<file path="config.mk">
export PLATFORM = sky130hd
export DESIGN_NAME = lsu_flat
export DESIGN_NICKNAME = d
export VERILOG_FILES = /design/src/verilog/lsu_pkg.sv /design/src/verilog/simple_bus_if.sv /design/src/verilog/lsu.sv /design/src/flat_wrapper.sv
export SDC_FILE = /design/constraint.sdc
export NUM_CORES = 1
export LEC_CHECK = 0
export BUFFER_PORTS_ARGS = -buffer_cell sky130_fd_sc_hd__clkbuf_2
export CORE_AREA = 2 2 96 98
export DETAILED_ROUTE_END_ITERATION = 7
export DIE_AREA = 0 0 98 100
export PLACE_DENSITY_LB_ADDON = 0.25
export SLEW_MARGIN = 10
export SYNTH_ARGS = -nofsm -noshare
export SYNTH_HDL_FRONTEND = slang
export SYNTH_SLANG_ARGS = --single-unit
</file>
<file path="constraint.sdc">
create_clock -name clk -period 1.4 [get_ports clk]
set_input_delay 0.07 -clock clk [delete_from_list [all_inputs] [get_ports clk]]
set_output_delay 0.07 -clock clk [all_outputs]
set_load 0.05 [all_outputs]
</file>
<file path="src/verilog/lsu_pkg.sv">
package lsu_pkg;

    localparam int data_width = 32; // Four byte lanes.

    // Same code as the AXI size field.
    typedef enum logic [1:0] {
        size_byte = 2'b00,
        size_half = 2'b01,
        size_word = 2'b10
    } mem_size_e;

    typedef enum logic {
        ext_sign = 1'b0,
        ext_zero = 1'b1
    } ext_mode_e;

    // AXI response encoding.
    typedef enum logic [1:0] {
        resp_okay   = 2'b00,
        resp_slverr = 2'b10,
        resp_decerr = 2'b11
    } bus_resp_e;

endpackage

</file>
<file path="src/verilog/simple_bus_if.sv">
`timescale 1ns/1ps

interface simple_bus_if #(
    parameter int addr_width = 32
);
    import lsu_pkg::*;

    logic                  wr_req;
    logic [addr_width-1:0] wr_addr;
    logic [data_width-1:0] wr_data;
    logic [3:0]            wr_strb;
    logic                  wr_done;

    logic                  rd_req;
    logic [addr_width-1:0] rd_addr;
    mem_size_e             rd_size;
    logic                  rd_done;
    logic [data_width-1:0] rd_data;

    bus_resp_e             resp; // Valid with either done pulse.

    modport master (
        output wr_req, wr_addr, wr_data, wr_strb,
        output rd_req, rd_addr, rd_size,
        input  wr_done, rd_done, rd_data, resp
    );

    modport slave (
        input  wr_req, wr_addr, wr_data, wr_strb,
        input  rd_req, rd_addr, rd_size,
        output wr_done, rd_done, rd_data, resp
    );

endinterface
</file>
<file path="src/verilog/lsu.sv">
`timescale 1ns/1ps

module lsu #(
    parameter int addr_width = 32
) (
    input  logic                             clk,
    input  logic                             rst,
    input  logic                             valid,
    input  logic                             ren,
    input  logic                             wen,
    input  logic [lsu_pkg::data_width-1:0]   addr,
    input  logic [lsu_pkg::data_width-1:0]   wdata,
    input  lsu_pkg::mem_size_e               size,
    input  lsu_pkg::ext_mode_e               ext,
    output logic [lsu_pkg::data_width-1:0]   rdata,
    output logic                             done,
    output logic                             err,
    simple_bus_if.master                     bus
);
    import lsu_pkg::*;

    logic                  ren_q;
    logic                  wen_q;
    logic                  rd_start;
    logic                  wr_start;
    logic                  misaligned;
    logic                  mis_done_q;
    logic [4:0]            lane_shift;
    logic [3:0]            strb;
    logic [data_width-1:0] rd_shifted;
    logic [data_width-1:0] load_val;

    always_ff @(posedge clk) begin
        if (rst) begin
            ren_q      <= 1'b0;
            wen_q      <= 1'b0;
            mis_done_q <= 1'b0;
        end else begin
            ren_q      <= valid & ren;
            wen_q      <= valid & wen;
            mis_done_q <= (rd_start | wr_start) & misaligned;
        end
    end

    assign rd_start = valid & ren & ~ren_q; // Rising edge only.
    assign wr_start = valid & wen & ~wen_q;

    assign misaligned = ((size == size_half) && addr[0]) ||
                        ((size == size_word) && (addr[1:0] != 2'b00));

    assign lane_shift = {addr[1:0], 3'b000};

    always_comb begin
        case (size)
            size_byte: strb = 4'b0001 << addr[1:0];
            size_half: strb = 4'b0011 << addr[1:0];
            default:   strb = 4'b1111;
        endcase
    end

    assign bus.wr_req  = wr_start & ~misaligned;
    assign bus.wr_addr = addr[addr_width-1:0];
    assign bus.wr_data = wdata << lane_shift; // Move data onto its lanes.
    assign bus.wr_strb = strb;

    assign bus.rd_req  = rd_start & ~misaligned;
    assign bus.rd_addr = addr[addr_width-1:0];
    assign bus.rd_size = size;

    // Addressed byte or halfword down to bit 0, then extend.
    assign rd_shifted = bus.rd_data >> lane_shift;

    always_comb begin
        case (size)
            size_byte: begin
                if (ext == ext_sign) begin
                    load_val = {{24{rd_shifted[7]}}, rd_shifted[7:0]};
                end else begin
                    load_val = {24'b0, rd_shifted[7:0]};
                end
            end
            size_half: begin
                if (ext == ext_sign) begin
                    load_val = {{16{rd_shifted[15]}}, rd_shifted[15:0]};
                end else begin
                    load_val = {16'b0, rd_shifted[15:0]};
                end
            end
            default: load_val = bus.rd_data;
        endcase
    end

    assign rdata = bus.rd_done ? load_val : '0;
    assign done  = mis_done_q | bus.wr_done | bus.rd_done;
    assign err   = mis_done_q |
                   ((bus.wr_done | bus.rd_done) && (bus.resp != resp_okay));

    a_one_direction : assert property (
        @(posedge clk) disable iff (rst) valid |-> !(ren && wen)
    );

endmodule

</file>
<file path="src/flat_wrapper.sv">
// flat-port wrapper written by rule: the top's interface ports become plain ports
module lsu_flat import lsu_pkg::*;
#(
    parameter int addr_width = 32
)
  (clk, rst, valid, ren, wen, addr, wdata, size, ext, rdata, done, err, bus_wr_req, bus_wr_addr, bus_wr_data, bus_wr_strb, bus_rd_req, bus_rd_addr, bus_rd_size, bus_wr_done, bus_rd_done, bus_rd_data, bus_resp);
  simple_bus_if #(.addr_width(addr_width)) bus_i ();
  input  logic clk;
  input  logic rst;
  input  logic valid;
  input  logic ren;
  input  logic wen;
  input  logic [lsu_pkg::data_width-1:0] addr;
  input  logic [lsu_pkg::data_width-1:0] wdata;
  input  lsu_pkg::mem_size_e size;
  input  lsu_pkg::ext_mode_e ext;
  output logic [lsu_pkg::data_width-1:0] rdata;
  output logic done;
  output logic err;
  output wire logic [$bits(bus_i.wr_req)-1:0] bus_wr_req;
  output wire logic [$bits(bus_i.wr_addr)-1:0] bus_wr_addr;
  output wire logic [$bits(bus_i.wr_data)-1:0] bus_wr_data;
  output wire logic [$bits(bus_i.wr_strb)-1:0] bus_wr_strb;
  output wire logic [$bits(bus_i.rd_req)-1:0] bus_rd_req;
  output wire logic [$bits(bus_i.rd_addr)-1:0] bus_rd_addr;
  output wire logic [$bits(bus_i.rd_size)-1:0] bus_rd_size;
  input wire logic [$bits(bus_i.wr_done)-1:0] bus_wr_done;
  input wire logic [$bits(bus_i.rd_done)-1:0] bus_rd_done;
  input wire logic [$bits(bus_i.rd_data)-1:0] bus_rd_data;
  input wire logic [$bits(bus_i.resp)-1:0] bus_resp;
  assign bus_wr_req = bus_i.wr_req;
  assign bus_wr_addr = bus_i.wr_addr;
  assign bus_wr_data = bus_i.wr_data;
  assign bus_wr_strb = bus_i.wr_strb;
  assign bus_rd_req = bus_i.rd_req;
  assign bus_rd_addr = bus_i.rd_addr;
  assign bus_rd_size = bus_i.rd_size;
  assign bus_i.wr_done = bus_wr_done;
  assign bus_i.rd_done = bus_rd_done;
  assign bus_i.rd_data = bus_rd_data;
  assign bus_i.resp = bus_resp;
  lsu #(.addr_width(addr_width)) u_core (.clk(clk), .rst(rst), .valid(valid), .ren(ren), .wen(wen), .addr(addr), .wdata(wdata), .size(size), .ext(ext), .rdata(rdata), .done(done), .err(err), .bus(bus_i));
endmodule
</file>
### After elaboration in Yosys (flattened, before gate mapping)

Index checks and enable logic that the tools add are counted.

* flip-flop bits (word level): 3
* word-level logic and storage cells: 36

* eq/ne operators: 2
* shift operators: 4
* multiplexer cells: 5
* bitwise logic cells: 15
* reductions and logical operators: 7

Operators with widths (count)
* $mux W32: 3
* $pmux W32 S2: 1
* $shl A32 B5 Y32: 1
* $shr A32 B5 Y16: 1
* $pmux W4 S2: 1
* $and A1 B1 Y1: 7
* $or A1 B1 Y1: 5
* $reduce_bool A2 Y1: 2
* $shl A1 B2 Y4 const A: 1
* $shl A2 B2 Y4 const A: 1
* $logic_and A1 B1 Y1: 3
* $not A1 Y1: 3
* $eq A2 B1 Y1 const B: 1
* $eq A2 B2 Y1 const B: 1
* $logic_not A2 Y1: 1
* $logic_or A1 B1 Y1: 1

### Logic depth before layout (Yosys ltp)

* depth in word-level cells: 5
* mapped depth: 7
* gate-level depth less buffers: 4

### Least setup slack after synthesis

Ideal clock, no wire load.

* path kind: in2out
* from: in size[1]
* to: out rdata[7] (netlist name)
* data arrival time: 1910 ps
* slack: -580 ps
* cell stages on the path: 5
* buffers on the path: 3
* path through: buf_2 -> buf_2 -> clkbuf_1 -> nand2_1 -> a21boi_0

* cells in the longest elaborated chain, start to end: 3
* elaborated cells between the ends (all ways): 4
* those cells by class: 1 x eq/ne; 2 x mux; 1 x reduce/logical

Ends and longest elaborated chain
* from (decl): line flat_wrapper.sv:15 `input lsu_pkg::mem_size_e size;`
* $eq A2 B1 Y1 or $logic_not A2 Y1 (tied branches): line lsu.sv:74 `case (size)`
* $pmux W32 S2 *: line lsu.sv:74
* $mux W32 *: line lsu.sv:93 `assign rdata = bus.rd_done ? load_val : '0;`
* to (decl): line flat_wrapper.sv:17 `output logic [lsu_pkg::data_width-1:0] rdata;`

Every way passes the cells marked *; elsewhere a longest branch is shown, timed or not.

### Final worst setup path

* from: in size[0]
* to: out rdata[19] (netlist name)

Same word-level chain as after synthesis.

==> impl_summary.txt <==
----------------------------------------------------
[Global route]
  Global-route wire length before repair ... 11460 um
  Overall track demand over capacity in global routing ... ~14%
  Final global-route overflow total ... 0
  Largest net degree at the start of global routing ... 31
  Vias in the first global route ... 2268
  Global-route met2 utilization ... roughly a quarter
  Global-route layer with the greatest usage ... met2
  Met3 Usage GRT ... under 10%
  Number of antenna violations at the first check in global routing ... 0
  Met1 usage in global routing ... between 10% and 20%

[Floorplanning]
  Effective utilization at floorplan ... approximately a quarter
  Vertical extent of the die ... around 100 um
  Number of placement rows ... 35
  # IOs ... between 200 and 250
  Floorplan die area ... slightly below 10000 um2
  Floorplan core area ... 8890 um2
  Die width ... roughly 98 um

[Power and ir drop]
  Max VDD drop ... between 0.2 and 0.25 mV
  Power density of the placed cells ... 587.3 nW/um2
  Final Total Pwr ... approximately 2.0 mW
  Leak ... between 1.5 and 2 nW

[Critical path]
  Data arrival time of the critical path ... 1380 ps
  CP startpoint ... size[0]
  Max Fanout on Critical Path ... 8
  Largest stage delay on the critical path ... 300 ps
  Critical R2R Launch ... u_core.ren_q
  Family with the most delay on the worst path ... compound AO/OA/AOI/OAI gates
  Crit path capture type ... primary output
  Required time of the critical path ... between 1000 and 1500 ps
  Reg2Reg Setup Slack ... approximately 470 ps
  Cell type of the slowest stage on the worst timing path ... sky130_fd_sc_hd__mux2_4
  Critical path class ... input port to primary output
  Startpoint class of the critical path ... input port
  Worst r2r dst ... u_core.mis_done_q
  Cell breakdown of the critical path ... clkbuf_16 > mux2_4 > a32oi_4 > a31oi_4 > a21o_2 > buf_8
  Endpoint of the most critical setup path ... rdata[19]
  Logic depth of the worst setup path including buffers ... 6
  Buf/Inv on CP ... 2
  Worst reg-to-reg path cell count ... 2

[Clock network]
  Root Driver ... sky130_fd_sc_hd__clkbuf_8
  Total CTS buffers ... 3
  Skew-Pair Late Insertion Delay ... 220 ps
  Sinks on the clock net ... 3
  Depth of the CTS H-tree ... 1
  Reg clk slew, reported paths ... ~30 ps
  CTS tree ... done
  Deepest clock path buffer count ... 2
  Hold bufs inserted after CTS ... 0

[Synthesis]
  Most used DFF post-synth ... sky130_fd_sc_hd__dfxtp_1
  Count of unique library cells instantiated by Yosys ... between 40 and 50
  Share of synthesized registers carrying an async set or reset ... 0%
  Post-synthesis register bit count ... 3
  Count of flip-flops with a built-in enable after synthesis ... 0
  Synthesized netlist net count ... just over 400
  Sequential fraction of the synthesis area ... under 10%
  Number of standard cells after synthesis ... 299
  Syn_area_per_cell ... roughly 7.0 um2
  Netlist Area Pre-Place ... approximately 2100 um2
  Count of synthesis-stage warnings from yosys ... 0

[Placement]
  Setup slack at placement ... -217.2 ps
  Post-Place Cell Area ... roughly 3000 um2
  I/O Buffers ... ~160
  Total half-perimeter wirelength after legalization and detailed placement ... a little under 6000 um
  Final weighted congestion in routability-driven placement ... between 0.8 and 0.9

[Timing]
  Hold_ws ... 49.85 ps
  Maximum clock frequency ... ~700 MHz
  Number of setup violations in the final report ... 17
  Tmin final ... around 1500 ps
  Number of endpoints with negative hold slack in the final report ... 0
  Slew at the pin closest to its max-slew limit ... ~430 ps
  Final critical-path share of the clock period ... 103.9%
  RSZ-0062 raised after global routing ... true
  Worst clock skew ... between 4 and 5 ps
  Min setup slack post-route ... -54.49 ps
  Final-report max-slew violation count ... 0
  Slew HR ... approximately 71%

[Outcome]
  Run status ... finished, violations left
  Failing checks ... negative setup slack

[Flow run]
  Maximum capacitance violations ... 0

[Worst hold path]
  Hold/Removal Path Class ... input port to register

[Layout]
  Most frequent standard cell in the layout excluding fill and tap cells ... sky130_fd_sc_hd__clkbuf_2
  Area growth from synthesis to layout ... 64.99%
  Net count reported at finish ... slightly above 500
  Fraction of layout instances using a drive strength above 1 ... ~66%
  Leading cell types in the layout, fill and taps excluded ... 107 x sky130_fd_sc_hd__clkbuf_2, 28 x sky130_fd_sc_hd__buf_4, 25 x sky130_fd_sc_hd__buf_12, 23 x sky130_fd_sc_hd__nand2_1, 16 x sky130_fd_sc_hd__mux2i_1
  Final antenna diode count ... 0
  Cell area after layout ... 3456 um2

[Drt]
  Post-DR wirelength/cell ... between 10 and 15 um
  Routed wire length ... around 7600 um
  DRC violation total after the first TritonRoute iteration ... 61
  Number of vias per cell after detailed routing ... between 4 and 5
  DR pass1 iterations ... 4
  Detailed-route via count ... 2409
  Antenna violation net count after detailed routing ... 0
  Remaining design rule violation count ... 0

----------------------------------------------------
[cell type report]
cell class / instances / area (um2)
clock buffers: 4 / 45.04
fillers: 931 / 5434
inverters: 4 / 15.01
multi-input cells: 203 / 1574
flip-flops and latches: 3 / 60.06
well taps: 111 / 138.9
repair buffers: 187 / 1623
[where the power goes]
group,switching (mW),internal [mW],total (mW)
registers,0.00115,0.0895,0.0907
logic,1.02,0.667,1.68
clock network,0.0606,0.194,0.255
total,1.08,0.951,2.03
[per-stage QoR]
| stage | TNS [ps] | utilization [%] | std cells |
|---|---|---|---|
| final | -453.1 | 38.87 | 512 |
| after floorplan | -245.7 | - | 299 |
| after global routing | -1316 | 38.87 | 512 |
| after CTS | -1455 | 37.75 | 512 |
| after global placement | -4857 | 34.20 | 504 |
| after detailed placement | -5626 | 34.20 | 504 |
[synth_stat cells (all sizes together) (8+ instances only)]
library cell | count | area, um2
a211oi | 8 | 60.06
a21o | 16 | 127.6
a21oi | 28 | 140.1
and2 | 9 | 56.30
buf | 82 | 609.3
clkbuf | 8 | 31.28
mux2i | 18 | 183.9
nand2 | 26 | 97.59
nor2 | 23 | 88.84
nor2b | 16 | 107.6
o21a | 8 | 60.06
o21ai | 9 | 45.04
[worst min path at each step]
stage               startpoint               to  slack (ps)  cells past startpoint
floorplan                  rst     u_core.wen_q         150                      1
global placement      addr[19]  bus_rd_addr[19]         140                      0
detailed placement    addr[19]  bus_rd_addr[19]         140                      0
CTS                        rst     u_core.wen_q          50                      2
global route               rst     u_core.ren_q          60                      2
finish                     rst     u_core.wen_q          50                      2
[sequential cells by signal, indices dropped and copies added (netlist names)]
signal,flops
u_core.mis_done_q,1
u_core.ren_q,1
u_core.wen_q,1
[kinds of logic (layout without fill, tap and decap cells)]
family	Yosys count	after routing	synth area share, %
buf+inv	94	195	31.30
compound gates	92	93	32.32
simple gates	88	88	22.16
mux	21	21	10.93
flops	3	3	2.867
xor+xnor	1	1	0.4182
[per-layer routing]
layer / share of wire [%] / vias up
met1: 39 / 1078
met5: 0 / -
met2: 51 / 124
met3: 8.2 / 23
li1: - / 1184
met4: 1.8 / 0
[what timing repair did]
item	4_1_cts	5_1_grt
pin swaps	6	14
gates cloned	1	0
buffers inserted	3	0
gates resized for setup	52	44
setup endpoints to repair	48	42
(Power assumes the default switching activity.)
