===== src/verilog/lsu_pkg.sv =====
package lsu_pkg;

    localparam int data_width = 32; // Four byte lanes.

    // Same code as the AXI size field.
    typedef enum logic [1:0] {
        size_byte = 2'b00,
        size_half = 2'b01,
        size_word = 2'b10
    } mem_size_e;

    typedef enum logic {
        ext_sign = 1'b0,
        ext_zero = 1'b1
    } ext_mode_e;

    // AXI response encoding.
    typedef enum logic [1:0] {
        resp_okay   = 2'b00,
        resp_slverr = 2'b10,
        resp_decerr = 2'b11
    } bus_resp_e;

endpackage


===== src/verilog/simple_bus_if.sv =====
`timescale 1ns/1ps

interface simple_bus_if #(
    parameter int addr_width = 32
);
    import lsu_pkg::*;

    logic                  wr_req;
    logic [addr_width-1:0] wr_addr;
    logic [data_width-1:0] wr_data;
    logic [3:0]            wr_strb;
    logic                  wr_done;

    logic                  rd_req;
    logic [addr_width-1:0] rd_addr;
    mem_size_e             rd_size;
    logic                  rd_done;
    logic [data_width-1:0] rd_data;

    bus_resp_e             resp; // Valid with either done pulse.

    modport master (
        output wr_req, wr_addr, wr_data, wr_strb,
        output rd_req, rd_addr, rd_size,
        input  wr_done, rd_done, rd_data, resp
    );

    modport slave (
        input  wr_req, wr_addr, wr_data, wr_strb,
        input  rd_req, rd_addr, rd_size,
        output wr_done, rd_done, rd_data, resp
    );

endinterface

===== src/verilog/sbus_axil_bridge.sv =====
`timescale 1ns/1ps

module sbus_axil_bridge #(
    parameter int addr_width = 32
) (
    input  logic                           clk,
    input  logic                           rst,
    simple_bus_if.slave                    sbus,
    output logic [addr_width-1:0]          awaddr,
    output logic                           awvalid,
    input  logic                           awready,
    output logic [lsu_pkg::data_width-1:0] wdata,
    output logic [3:0]                     wstrb,
    output logic                           wvalid,
    input  logic                           wready,
    input  logic [1:0]                     bresp,
    input  logic                           bvalid,
    output logic                           bready,
    output logic [addr_width-1:0]          araddr,
    output logic                           arvalid,
    input  logic                           arready,
    input  logic [lsu_pkg::data_width-1:0] rdata,
    input  logic [1:0]                     rresp,
    input  logic                           rvalid,
    output logic                           rready
);
    import lsu_pkg::*;

    typedef enum logic [1:0] {
        st_idle,
        st_addr,
        st_resp
    } state_e;

    state_e                wr_state;
    state_e                rd_state;
    logic                  wr_done_q;
    logic                  rd_done_q;
    logic [3:0]            rd_lane_q;
    logic [data_width-1:0] rd_data_q;
    bus_resp_e             resp_q;

    assign bready = 1'b1;
    assign rready = 1'b1;

    always_ff @(posedge clk) begin
        if (rst) begin
            wr_state  <= st_idle;
            awvalid   <= 1'b0;
            wvalid    <= 1'b0;
            wr_done_q <= 1'b0;
        end else begin
            wr_done_q <= 1'b0;
            case (wr_state)
                st_idle: begin
                    if (sbus.wr_req) begin
                        awvalid  <= 1'b1;
                        wvalid   <= 1'b1;
                        wr_state <= st_addr;
                    end
                end
                st_addr: begin
                    if (awready) awvalid <= 1'b0;
                    if (wready) wvalid <= 1'b0;
                    if ((awready || !awvalid) && (wready || !wvalid)) begin
                        wr_state <= st_resp; // Both channels accepted.
                    end
                end
                st_resp: begin
                    if (bvalid) begin
                        wr_done_q <= 1'b1;
                        wr_state  <= st_idle;
                    end
                end
                default: wr_state <= st_idle;
            endcase
        end
    end

    always_ff @(posedge clk) begin
        if (rst) begin
            rd_state  <= st_idle;
            arvalid   <= 1'b0;
            rd_done_q <= 1'b0;
        end else begin
            rd_done_q <= 1'b0;
            case (rd_state)
                st_idle: begin
                    if (sbus.rd_req) begin
                        arvalid  <= 1'b1;
                        rd_state <= st_addr;
                    end
                end
                st_addr: begin
                    if (arready) begin
                        arvalid  <= 1'b0;
                        rd_state <= st_resp;
                    end
                end
                st_resp: begin
                    if (rvalid) begin
                        rd_done_q <= 1'b1;
                        rd_state  <= st_idle;
                    end
                end
                default: rd_state <= st_idle;
            endcase
        end
    end

    always_ff @(posedge clk) begin
        if (sbus.wr_req && wr_state == st_idle) begin
            awaddr <= sbus.wr_addr;
            wdata  <= sbus.wr_data;
            wstrb  <= sbus.wr_strb;
        end
        if (sbus.rd_req && rd_state == st_idle) begin
            araddr <= sbus.rd_addr;
            case (sbus.rd_size)
                size_byte: rd_lane_q <= 4'b0001 << sbus.rd_addr[1:0];
                size_half: rd_lane_q <= 4'b0011 << sbus.rd_addr[1:0];
                default:   rd_lane_q <= 4'b1111;
            endcase
        end
        if (wr_state == st_resp && bvalid) begin
            resp_q <= bus_resp_e'(bresp);
        end else if (rd_state == st_resp && rvalid) begin
            resp_q <= bus_resp_e'(rresp);
        end
        if (rd_state == st_resp && rvalid) begin
            rd_data_q <= rdata & {{8{rd_lane_q[3]}}, {8{rd_lane_q[2]}},
                                  {8{rd_lane_q[1]}}, {8{rd_lane_q[0]}}}; // Unused lanes zero.
        end
    end

    assign sbus.wr_done = wr_done_q;
    assign sbus.rd_done = rd_done_q;
    assign sbus.rd_data = rd_data_q;
    assign sbus.resp    = resp_q;

    a_wr_not_busy : assert property (
        @(posedge clk) disable iff (rst) sbus.wr_req |-> wr_state == st_idle
    );

    a_rd_not_busy : assert property (
        @(posedge clk) disable iff (rst) sbus.rd_req |-> rd_state == st_idle
    );

endmodule


===== src/flat_wrapper.sv =====
// flat-port wrapper written by rule: the top's interface ports become plain ports
module sbus_axil_bridge_flat import lsu_pkg::*;
#(
    parameter int addr_width = 32
)
  (clk, rst, awaddr, awvalid, awready, wdata, wstrb, wvalid, wready, bresp, bvalid, bready, araddr, arvalid, arready, rdata, rresp, rvalid, rready, sbus_wr_req, sbus_wr_addr, sbus_wr_data, sbus_wr_strb, sbus_rd_req, sbus_rd_addr, sbus_rd_size, sbus_wr_done, sbus_rd_done, sbus_rd_data, sbus_resp);
  simple_bus_if #(.addr_width(addr_width)) sbus_i ();
  input  logic clk;
  input  logic rst;
  output logic [addr_width-1:0] awaddr;
  output logic awvalid;
  input  logic awready;
  output logic [lsu_pkg::data_width-1:0] wdata;
  output logic [3:0] wstrb;
  output logic wvalid;
  input  logic wready;
  input  logic [1:0] bresp;
  input  logic bvalid;
  output logic bready;
  output logic [addr_width-1:0] araddr;
  output logic arvalid;
  input  logic arready;
  input  logic [lsu_pkg::data_width-1:0] rdata;
  input  logic [1:0] rresp;
  input  logic rvalid;
  output logic rready;
  input wire logic [$bits(sbus_i.wr_req)-1:0] sbus_wr_req;
  input wire logic [$bits(sbus_i.wr_addr)-1:0] sbus_wr_addr;
  input wire logic [$bits(sbus_i.wr_data)-1:0] sbus_wr_data;
  input wire logic [$bits(sbus_i.wr_strb)-1:0] sbus_wr_strb;
  input wire logic [$bits(sbus_i.rd_req)-1:0] sbus_rd_req;
  input wire logic [$bits(sbus_i.rd_addr)-1:0] sbus_rd_addr;
  input wire logic [$bits(sbus_i.rd_size)-1:0] sbus_rd_size;
  output wire logic [$bits(sbus_i.wr_done)-1:0] sbus_wr_done;
  output wire logic [$bits(sbus_i.rd_done)-1:0] sbus_rd_done;
  output wire logic [$bits(sbus_i.rd_data)-1:0] sbus_rd_data;
  output wire logic [$bits(sbus_i.resp)-1:0] sbus_resp;
  assign sbus_i.wr_req = sbus_wr_req;
  assign sbus_i.wr_addr = sbus_wr_addr;
  assign sbus_i.wr_data = sbus_wr_data;
  assign sbus_i.wr_strb = sbus_wr_strb;
  assign sbus_i.rd_req = sbus_rd_req;
  assign sbus_i.rd_addr = sbus_rd_addr;
  assign sbus_i.rd_size = sbus_rd_size;
  assign sbus_wr_done = sbus_i.wr_done;
  assign sbus_rd_done = sbus_i.rd_done;
  assign sbus_rd_data = sbus_i.rd_data;
  assign sbus_resp = sbus_i.resp;
  sbus_axil_bridge #(.addr_width(addr_width)) u_core (.clk(clk), .rst(rst), .sbus(sbus_i), .awaddr(awaddr), .awvalid(awvalid), .awready(awready), .wdata(wdata), .wstrb(wstrb), .wvalid(wvalid), .wready(wready), .bresp(bresp), .bvalid(bvalid), .bready(bready), .araddr(araddr), .arvalid(arvalid), .arready(arready), .rdata(rdata), .rresp(rresp), .rvalid(rvalid), .rready(rready));
endmodule

===== config.mk =====
export PLATFORM = sky130hd
export DESIGN_NAME = sbus_axil_bridge_flat
export DESIGN_NICKNAME = d
export VERILOG_FILES = /design/src/verilog/lsu_pkg.sv /design/src/verilog/simple_bus_if.sv /design/src/verilog/sbus_axil_bridge.sv /design/src/flat_wrapper.sv
export SDC_FILE = /design/constraint.sdc
export NUM_CORES = 1
export LEC_CHECK = 0
export ABC_AREA = 0
export ABC_CLOCK_PERIOD_IN_PS = 6850
export BUFFER_PORTS_ARGS = -buffer_cell sky130_fd_sc_hd__buf_2
export CAP_MARGIN = 10
export CORE_AREA = 2 2 110 112
export CTS_CLUSTER_DIAMETER = 80
export DETAILED_ROUTE_END_ITERATION = 16
export DIE_AREA = 0 0 112 114
export PLACE_DENSITY = 0.78
export SYNTH_ARGS = -nofsm -noshare
export SYNTH_HDL_FRONTEND = slang
export SYNTH_SLANG_ARGS = --single-unit
export TNS_END_PERCENT = 30

===== constraint.sdc =====
create_clock -name clk -period 6.85 [get_ports clk]
set_clock_uncertainty 0.1 [all_clocks]
set_input_delay 1.37 -clock clk [delete_from_list [all_inputs] [get_ports clk]]
set_output_delay 1.37 -clock clk [all_outputs]
set_load 0.02 [all_outputs]

Word level (Yosys, flattened, before mapping). Index checks and enable logic that the tools add are counted.

Register bits: 147.

Equal/unequal tests: 13. Shift-type cells: 2. Mux-type cells: 21. Bitwise gates (word level): 3. Reduce and logical (&&, ||, !) cells: 22.

Operators with widths (number): 32-bit bitwise AND (1); 2-bit 2-to-1 mux (8); 3-bit AND reduction (5); 2-bit inequality test (second input constant) (7); 2-bit case mux with 3 select lines (2); 4-bit case mux with 2 select lines (1); 1-bit 2-to-1 mux (7); 2-bit by 1-bit == test with 1-bit output (second input constant) (3); 2-bit logical NOT (3); 1-bit case mux with 2 select lines (3); 2-bit nonzero test (3); 1-bit logical AND (5); 2-bit == test (second input constant) (2); 2-bit OR reduction (2); 1-bit by 2-bit << shifter with 4-bit output (first input constant) (1); 2-bit by 2-bit << shifter with 4-bit output (first input constant) (1); 1-bit logical NOT (2); 1-bit logical OR (2); 2-bit by 1-bit inequality test with 1-bit output (second input constant) (1); 1-bit NOT (2).

Depth between registers and ports, before layout. Gate-level depths: netlist (run 1).

Word-level depth: 5. Gate-level depth with buffers: 3.

Worst setup path after synthesis (run 1). No wires, ideal clock.

Path kind: input port to flip-flop. From: in sbus_rd_req. To: reg u_core.araddr[0] (enable). Setup time: 0.433 ns. Data arrival time: 3.147 ns. Required time: 6.317 ns. Path slack: 3.170 ns. Stages on the path: 2. Path buffers: 0. Cells stage by stage: nor2b_1 > nor2b_1.

Cells in the longest elaborated chain, start to end: 1.

Ends and longest elaborated chain: start, declared (RTL line flat_wrapper.sv:31) `input wire logic [$bits(sbus_i.rd_req)-1:0] sbus_rd_req;`; 1-bit logical AND (RTL line sbus_axil_bridge.sv:117) `if (sbus.rd_req && rd_state == st_idle) begin`; end signal, assigned (RTL line sbus_axil_bridge.sv:118) `araddr <= sbus.rd_addr;`; end, declared (RTL line sbus_axil_bridge.sv:19) `output logic [addr_width-1:0] araddr,`.

No other way between the ends. A chain may end at the register's enable or synchronous reset.

Worst setup path after layout (run 1).
From: in sbus_wr_req. To: reg u_core.wdata[3] (netlist name) (enable).

Cells in the longest elaborated chain, start to end: 1.

Ends and longest elaborated chain: start, declared (RTL line flat_wrapper.sv:27) `input wire logic [$bits(sbus_i.wr_req)-1:0] sbus_wr_req;`; 1-bit logical AND (RTL line sbus_axil_bridge.sv:112) `if (sbus.wr_req && wr_state == st_idle) begin`; end signal, assigned (RTL line sbus_axil_bridge.sv:114) `wdata <= sbus.wr_data;`; end, declared (RTL line sbus_axil_bridge.sv:12) `output logic [lsu_pkg::data_width-1:0] wdata,`.

No other way between the ends.

==> results.json, run 1 <==
{
  "status": "finished, final reports clean",
  "cts_setup_buffers": 0,
  "ant_nets": 0,
  "die_area_um2": 12800,
  "clock.fmax_ghz": 0.387,
  "switching_power_mw": 0.502,
  "critPathMaxFanout": 68,
  "pwr-share-comb_pct": 9.4,
  "synth-seq-cells": 147,
  "cts_buffer_depth": 2,
  "start_util_pct": 41.4,
  "finalSetupTns_ns": 0,
  "synth-edff-count": 138,
  "clock_latency_ns": 0.41,
  "syn_to_final_growth_pct": 46.4,
  "grt_max_degree": 69,
  "final_area_um2": 7090,
  "ys_top_cells_by_count": "edfxtp_1 (138), and2_1 (32), dfxtp_1 (9)",
  "hold_class": "flop to flop",
  "die_width_um": 112,
  "path_cells": "buf_2, nor2b_1, and2b_2, buf_4",
  "synth_cell_type_count": 26,
  "async_reset_ff_share_pct": 0,
  "worst_slew_pin_slew_ns": 0.940,
  "p_per_area_nw_per_um2": 316,
  "cts.sinks": 147,
  "slowest_stage": "buf_4",
  "rows": 40,
  "wirelength_um": 11600,
  "antenna_found_initial": 1,
  "period_share_pct": 37.7,
  "core_area_um2": 11700,
  "drc": 0,
  "ys.flop_type": "edfxtp_1",
  "crit_type": "input pin to flop",
  "cap_violations": 0,
  "hpwl_um": 8770,
  "ys_seq_area_share_pct": 89.2,
  "num_vias": 3160,
  "path_clk_slew_ns": 0.06,
  "yosysWarnings": 0,
  "p_clk_share_pct": 42.6,
  "ios": 288,
  "slew_headroom_pct": 37.2,
  "track_usage_pct": 17.6,
  "routabilityCongestion": 0.815,
  "p_int_mw": 1.74,
  "crit_arrival_ns": 2.51,
  "yosys-top-cells-area": "edfxtp_1 (86%), and2_1 (4.1%), dfxtp_1 (3.7%), nor2b_1 (0.77%), a2111oi_2 (0.62%)",
  "p_leak_nw": 3.03,
  "cts_resized": 0,
  "seqPwrFrac_pct": 48.0,
  "place_area_um2": 6450,
  "io_buffers": 285,
  "hold_buffers": 0,
  "drt_pass1_iterations": 4,
  "fin_nets": 680,
  "rsz0062_at_grt": "no",
  "cts_buffers": 17,
  "grt_pass1_vias": 3196,
  "drv_slew": 0,
  "switching_share_pct": 22.4,
  "holdWs_ns": 0.414,
  "syn_area_um2": 4850,
  "grt_pass1_wl_um": 16600,
  "synth.most_common_cell": "edfxtp_1",
  "layout-drive-gt1-share_pct": 59.0,
  "yosys.area.top_type": "edfxtp_1",
  "post-route-min-period_ns": 2.58,
  "setup_viol": 0,
  "h-tree-depth": 4,
  "cp_slowest_stage_delay_ns": 0.64,
  "peakVddDrop_uv": 231,
  "dp_slack_ns": 3.77,
  "wl_per_cell_um": 16.7,
  "synth_cells": 229,
  "cts_root_buffer": "clkbuf_16",
  "fp.dieH_um": 114,
  "worstSetupEndpointType": "flop",
  "hold_violations": 0,
  "synth_area_per_cell_um2": 21.2,
  "netlist.area_leader.share_pct": 85.5,
  "cts_tree": "done",
  "worstPathRequired_ns": 6.78,
  "critPathLaunchType": "input pin",
  "setup_slack_ns": 4.27,
  "detail_route.vias_per_cell": 4.55,
  "drt_iter0_markers": 187,
  "overflow": 0
}
path summary, 6_finish.rpt:
check	slack, ns	from	end	depth (start not counted)
setup / recovery	4.27	sbus_wr_req	u_core.wdata[3]	4
hold / removal	0.41	u_core.rd_state[1]	u_core.rd_state[0]	1
setup reg to reg	4.96	u_core.wr_state[1]	u_core.wdata[3]	3
hold reg to reg	0.41	u_core.rd_state[1]	u_core.rd_state[0]	1
per-stage QoR:
| step | utilization (%) | power, mW | std cells |
|---|---|---|---|
| floorplan | - | 1.20 | 230 |
| global placement | 55.1 | 1.30 | 660 |
| detailed placement | 55.1 | 1.31 | 660 |
| CTS | 60.3 | 2.26 | 692 |
| global route | 60.6 | 2.31 | 694 |
| finish | 60.6 | 2.24 | 694 |
power by group through the flow:
stage          Clock [mW]  Combinational [mW]  Sequential, mW
2_1_floorplan           0              0.0428            1.16
4_1_cts             0.971               0.213            1.08
5_1_grt              1.00               0.226            1.08
6_report            0.953               0.211            1.07
3_3_place_gp            0               0.207            1.09
3_5_place_dp            0               0.212            1.09
registers in the layout (all words and copies together) (netlist names):
name                 count
u_core.awvalid           1
u_core.wstrb             4
u_core.wr_state          2
u_core.awaddr           32
u_core.sbus.rd_done      1
u_core.rd_state          2
u_core.wvalid            1
u_core.arvalid           1
u_core.sbus.wr_done      1
u_core.sbus.resp         2
u_core.wdata            32
u_core.rd_lane_q         4
u_core.araddr           32
u_core.sbus.rd_data     32
worst max-delay path: cells and delay by family:
kind / cells / cell delay (ns)
AND/OR/NAND/NOR: 2 / 0.36
buffers and inverters: 2 / 0.73
per-layer routing:
layer  up-vias  routed length (um)  global-route usage (%)  share of wire [%]
li1       1476                   -                       -                  -
met1      1500                4240                    19.5                 37
met2       153                6100                    29.3                 53
met3        31                 847                    6.32                7.3
met4         0                 426                    10.7                3.7
met5         -                   0                       0                  0
kinds of logic (layout without fill, tap and decap cells):
logic type	count (synthesis)	count (layout)	synth area share, %
and+or+nand+nor	56	56	6.95
AOI/OAI and AO/OA	14	14	2.14
DFF	147	147	89.2
other	1	3	0.0774
buffers and inverters	8	324	0.929
muxes	3	3	0.671
cell type report:
cell class,count,area (um^2)
Antenna cell,1,2.50
Multi-Input combinational cell,75,489
Fill cell,890,4620
Sequential cell,147,4320
Timing Repair Buffer,287,1460
Clock buffer,17,425
Inverter,5,18.8
Tap cell,147,184
Clock inverter,15,189
cells in the final DEF, fill, tap and decap left out, drive strengths merged, types with 2 or more instances in the layout:
cell,count
nor2b,7
nor3,2
inv,6
o21ai,4
nand3b,3
dfxtp,9
clkinvlp,2
o21bai,2
a21oi,3
mux2,2
conb,2
buf,287
nand2,3
clkinv,8
a2111oi,2
clkbuf,17
edfxtp,138
nor2,6
bufinv,4
and2,32
Note: power is estimated with default switching activity, not from simulation.
==> run 2: changes to the inputs <==
ABC_AREA = 1   (was 0)
ABC_CLOCK_PERIOD_IN_PS = 2500   (was 6850)
CORE_AREA = default   (was 2 2 110 112)
CORE_MARGIN = 2   (was default)
CORE_UTILIZATION = 43   (was default)
DIE_AREA = default   (was 0 0 112 114)
PLACE_DENSITY = 0.79   (was 0.78)
clock period = 2.5 ns   (was 6.85 ns; I/O delays follow)
==> run 2 against run 1 <==
  * Core utilization is 4.2 points higher
  * Sequential power rose to 2.7 times the previous value
  * Cell count up 6.1%
  * Critical endpoint is now u_core.wdata[14]
  * Worst hold slack got worse by 0.26 ns
  * Non-clock buffer count rose by 2
  * Register-to-register slack worse by 4.2 ns
==> results.json, run 2 <==
{
  "cts_setup_buffers": 0,
  "final_common_cell": "buf_2",
  "clock.fmax_ghz": 0.589,
  "overflow": 0,
  "cts_buffers": 17,
  "yosys-top-cells-area": "edfxtp_1 (85%), nand2_1 (3.8%), dfxtp_1 (3.7%), inv_1 (3.7%), a21oi_1 (0.61%)",
  "cts_root_buffer": "clkbuf_16",
  "rows": 38,
  "synth-edff-count": 138,
  "synth_cell_type_count": 17,
  "pwr-share-comb_pct": 9.4,
  "critPathLaunchType": "flop",
  "detail_route.vias_per_cell": 4.52,
  "peakVddDrop_uv": 522,
  "dp.cells": 704,
  "min_from": "sbus_wr_data[10]",
  "yosysWarnings": 0,
  "synth_area_per_cell_um2": 17.4,
  "ys.flop_type": "edfxtp_1",
  "p_total_mw": 5.93,
  "n_antenna_cell": 0,
  "rr_startpoint": "u_core.wr_state[1]",
  "clock_latency_ns": 0.41,
  "rsz0062_at_grt": "no",
  "cts_tree": "done",
  "fin_nets": 730,
  "cts.sinks": 147,
  "core_area_um2": 11000,
  "period_share_pct": 67.9,
  "io_buffers": 285,
  "cts_resized": 0,
  "place_area_um2": 6530,
  "async_reset_ff_share_pct": 0,
  "track_usage_pct": 20.3,
  "post-route-min-period_ns": 1.70,
  "p_int_mw": 4.54,
  "synth_cells": 281,
  "h-tree-depth": 4,
  "finish.utilization_pct": 64.8,
  "ys_seq_area_share_pct": 88.2,
  "grt_max_degree": 42,
  "grt_pass1_vias": 3462,
  "ys_top_cells_by_count": "edfxtp_1 (138), nand2_1 (50), inv_1 (48)",
  "final_area_um2": 7120,
  "wl_per_cell_um": 16.7,
  "crit_arrival_ns": 1.70,
  "hold_class": "input pin to flop",
  "syn_to_final_growth_pct": 45.2,
  "worstSetupEndpointType": "flop",
  "cts_buffer_depth": 2,
  "drt_iter0_markers": 224,
  "crit_path_start": "u_core.wr_state[1]",
  "ant_nets": 0,
  "setup_viol": 0,
  "num_vias": 3324,
  "fp.dieH_um": 111,
  "layout-drive-gt1-share_pct": 54.5,
  "start_util_pct": 44.6,
  "p_clk_share_pct": 41.4,
  "switching_share_pct": 23.4,
  "grt_pass1_wl_um": 18500,
  "netlist.area_leader.share_pct": 84.6,
  "routabilityCongestion": 0.892,
  "cap_violations": 0,
  "die_area_um2": 12300,
  "switching_power_mw": 1.39,
  "synth-seq-cells": 147,
  "drv_slew": 0,
  "path_clk_slew_ns": 0.06,
  "wirelength_um": 12300,
  "die_width_um": 111,
  "p_per_area_nw_per_um2": 833,
  "final_cell_mix": "buf_2 (285), edfxtp_1 (138), nand2_1 (50)",
  "hold_buffers": 0,
  "crit_type": "flop to flop",
  "finalSetupTns_ns": 0,
  "antenna_found_initial": 0,
  "worstPathRequired_ns": 2.50,
  "drt_pass1_iterations": 4,
  "status": "finished, final reports clean",
  "yosys.area.top_type": "edfxtp_1",
  "critPathMaxFanout": 41,
  "ios": 288,
  "hpwl_um": 9550,
  "final_cells": 736,
  "hold_violations": 0,
  "syn_area_um2": 4900,
  "seqPwrFrac_pct": 49.2,
  "drc": 0,
  "p_leak_nw": 3.33,
  "synth.most_common_cell": "edfxtp_1"
}
## run 2: power groups by stage
stage | Sequential (mW) | Combinational (mW) | Clock, mW
after floorplan | 3.13 | 0.117 | 0
after global placement | 2.96 | 0.550 | 0
after detailed placement | 2.97 | 0.565 | 0
after CTS | 2.92 | 0.567 | 2.50
after global routing | 2.93 | 0.603 | 2.60
final | 2.92 | 0.560 | 2.45
## run 2: worst max-delay path, stage by stage, from the launching register on
cell and delay (ns):
dfxtp_1 0.37, nor2_1 0.15, nand2_1 0.12, inv_2 0.33
buf_12 0.29
## run 2: worst paths after layout
kind,cells past startpoint,slack [ns],to
worst max-delay path,4,0.80,u_core.wdata[14]
worst min-delay path,1,0.15,u_core.wdata[10]
worst max register to register,4,0.80,u_core.wdata[14]
worst min register to register,2,0.39,u_core.arvalid
## run 2: per-stage QoR
stage / hold WS (ns) / setup slack [ns]
3_5_place_dp: 0.370 / 0.723
6_report: 0.155 / 0.802
4_1_cts: 0.136 / 0.793
2_1_floorplan: 0.430 / 0.0523
3_3_place_gp: 0.353 / 0.752
5_1_grt: 0.125 / 0.713
## run 2: cell families after synthesis
family / count (synthesis) / share of synthesized area (%)
muxes: 2 / 0.613
DFF: 147 / 88.2
buffers and inverters: 56 / 4.44
other: 1 / 0.0765
AOI/OAI and AO/OA: 10 / 1.02
and+or+nand+nor: 65 / 5.62
## run 2: cell type report
cell class                      instances  area [um^2]
Clock buffer                           17          425
Clock inverter                         15          156
Fill cell                             811         3870
Inverter                               49          184
Multi-Input combinational cell         79          369
Sequential cell                       147         4320
Tap cell                              140          175
Timing Repair Buffer                  289         1480
## run 2: layer usage
metal	track usage, %	share of wire [%]
met5	0	0
met4	9.58	2.5
met3	8.42	8.3
met2	33.7	51
met1	22.9	38
==> run 3: changes to the inputs <==
ABC_AREA = 0   (was 1)
ABC_CLOCK_PERIOD_IN_PS = 1500   (was 2500)
CORE_UTILIZATION = 39   (was 43)
PLACE_DENSITY = 0.76   (was 0.79)
clock period = 1.5 ns   (was 2.5 ns; I/O delays follow)
==> run 3 against run 2 <==
  * Fmax up 19%
  * Cell count up 12%
  * Combinational power up 130%
  * Die area up 8.7%
  * Largest power group unchanged
  * First-iteration DRC count up 18%
  * Non-clock buffer count up 105
  * Sequential power up 68%
  * Flip-flop and latch count unchanged
  * Critical path type unchanged
  * Worst setup slack worse by 0.73 ns
==> results.json, run 3 (synthesis gave the netlist of run 1 again) <==
{
  "cts_root_buffer": "clkbuf_16",
  "setup_slack_ns": 0.0738,
  "num_vias": 3646,
  "cts_setup_buffers": 0,
  "fp.dieH_um": 115,
  "drv_slew": 0,
  "final_common_cell": "buf_2",
  "track_usage_pct": 20.9,
  "critPathMaxFanout": 13,
  "p_per_area_nw_per_um2": 1250,
  "grt_max_degree": 37,
  "cts_buffers": 17,
  "antenna_found_initial": 1,
  "routabilityCongestion": 0.891,
  "ios": 288,
  "grt_pass1_wl_um": 20100,
  "path_clk_slew_ns": 0.06,
  "cts_resized": 0,
  "rr_worst_depth": 3,
  "drc": 0,
  "clock.fmax_ghz": 0.701,
  "core_area_um2": 12100,
  "cts_buffer_depth": 2,
  "setup_viol": 0,
  "peakVddDrop_uv": 911,
  "post-route-min-period_ns": 1.43,
  "endpoint": "u_core.awaddr[27]",
  "hold_class": "input pin to flop",
  "holdWs_ns": 0.0490,
  "worst_r2r_endpoint": "u_core.awaddr[27]",
  "h-tree-depth": 4,
  "grt_pass1_vias": 3820,
  "worstPathRequired_ns": 1.50,
  "drt_iter0_markers": 264,
  "p_leak_nw": 3.46,
  "finish.utilization_pct": 67.6,
  "start_util_pct": 40.2,
  "crit_arrival_ns": 1.43,
  "dp.cells": 690,
  "crit_type": "flop to flop",
  "layout-drive-gt1-share_pct": 51.2,
  "critPathLaunchType": "flop",
  "drt_pass1_iterations": 4,
  "detail_route.vias_per_cell": 4.44,
  "final_area_um2": 8150,
  "crit_path_start": "u_core.wr_state[1]",
  "die_width_um": 115,
  "finalSetupTns_ns": 0,
  "dp_slack_ns": 0.0284,
  "die_area_um2": 13300,
  "cts.sinks": 147,
  "wirelength_um": 14000,
  "final_cell_mix": "buf_2 (285), edfxtp_1 (138), dlygate4sd3_1 (99)",
  "rows": 40,
  "ant_nets": 0,
  "cts_tree": "done",
  "fin_nets": 787,
  "cap_violations": 0,
  "wl_per_cell_um": 17.0,
  "overflow": 0,
  "syn_to_final_growth_pct": 68.2,
  "io_buffers": 285,
  "p_total_mw": 10.2,
  "worstSetupEndpointType": "flop",
  "rsz0062_at_grt": "no",
  "r2r_setup_slack_ns": 0.07,
  "status": "finished, final reports clean",
  "hold_violations": 0,
  "final_cells": 821,
  "rr_startpoint": "u_core.wr_state[1]",
  "clock_latency_ns": 0.40,
  "place_area_um2": 6590,
  "period_share_pct": 95.1,
  "hpwl_um": 8650
}
run 3: cell types whose count changed in the layout (fill, tap and decap cells not counted), sizes merged, moves of 2 or more:
cell,previous run,this run
and2,0,32
a21oi,6,3
buf,289,295
nand3,5,0
dlygate4sd3,0,99
inv,53,4
clkinv,7,9
o21bai,0,2
nor2b,0,7
a2111oi,0,2
nand2,50,3
nand3b,1,3
run 3: layer usage:
layer / vias to the layer above / global-route usage [%] / wire length, um
met3: 28 / 5.13 / 763
met4: 0 / 10.6 / 349
met5: - / 0 / 0
met1: 1772 / 21.1 / 4800
met2: 158 / 39.6 / 8070
li1: 1688 / - / -
run 3: what timing repair did:
item                                    in CTS  in global routing
endpoints found under the hold margin       99                  0
endpoints found under the setup margin       0                  0
hold buffers                                99                  0
run 3: critical path: stages, from the launching register on:
cell,delay [ns]
dfxtp_2,0.36
nor2b_2,0.15
and2b_4,0.26
buf_4,0.24
run 3: where the power goes:
part | switching [mW] | internal (mW)
Sequential | 0.0932 | 4.81
Combinational | 0.697 | 0.566
Clock | 1.59 | 2.44
run 3: worst min path at each step:
stage	from	to	slack, ns	cells past startpoint
2_1_floorplan	wready	u_core.wvalid	0.29	1
3_3_place_gp	u_core.rd_state[1]	u_core.rd_state[0]	0.34	1
3_5_place_dp	u_core.rd_state[1]	u_core.rd_state[0]	0.36	1
4_1_cts	sbus_rd_addr[1]	u_core.araddr[1]	0.02	1
5_1_grt	sbus_rd_addr[1]	u_core.araddr[1]	0.03	1
6_report	sbus_rd_addr[0]	u_core.araddr[0]	0.05	1
run 3: cell type report:
class                           instances  area (um^2)
Clock buffer                           18          429
Fill cell                             800         3910
Multi-Input combinational cell         75          493
Sequential cell                       147         4330
Tap cell                              168          210
Clock inverter                         13          139
Inverter                                5         22.5
Timing Repair Buffer                  394         2530
Antenna cell                            1         2.50
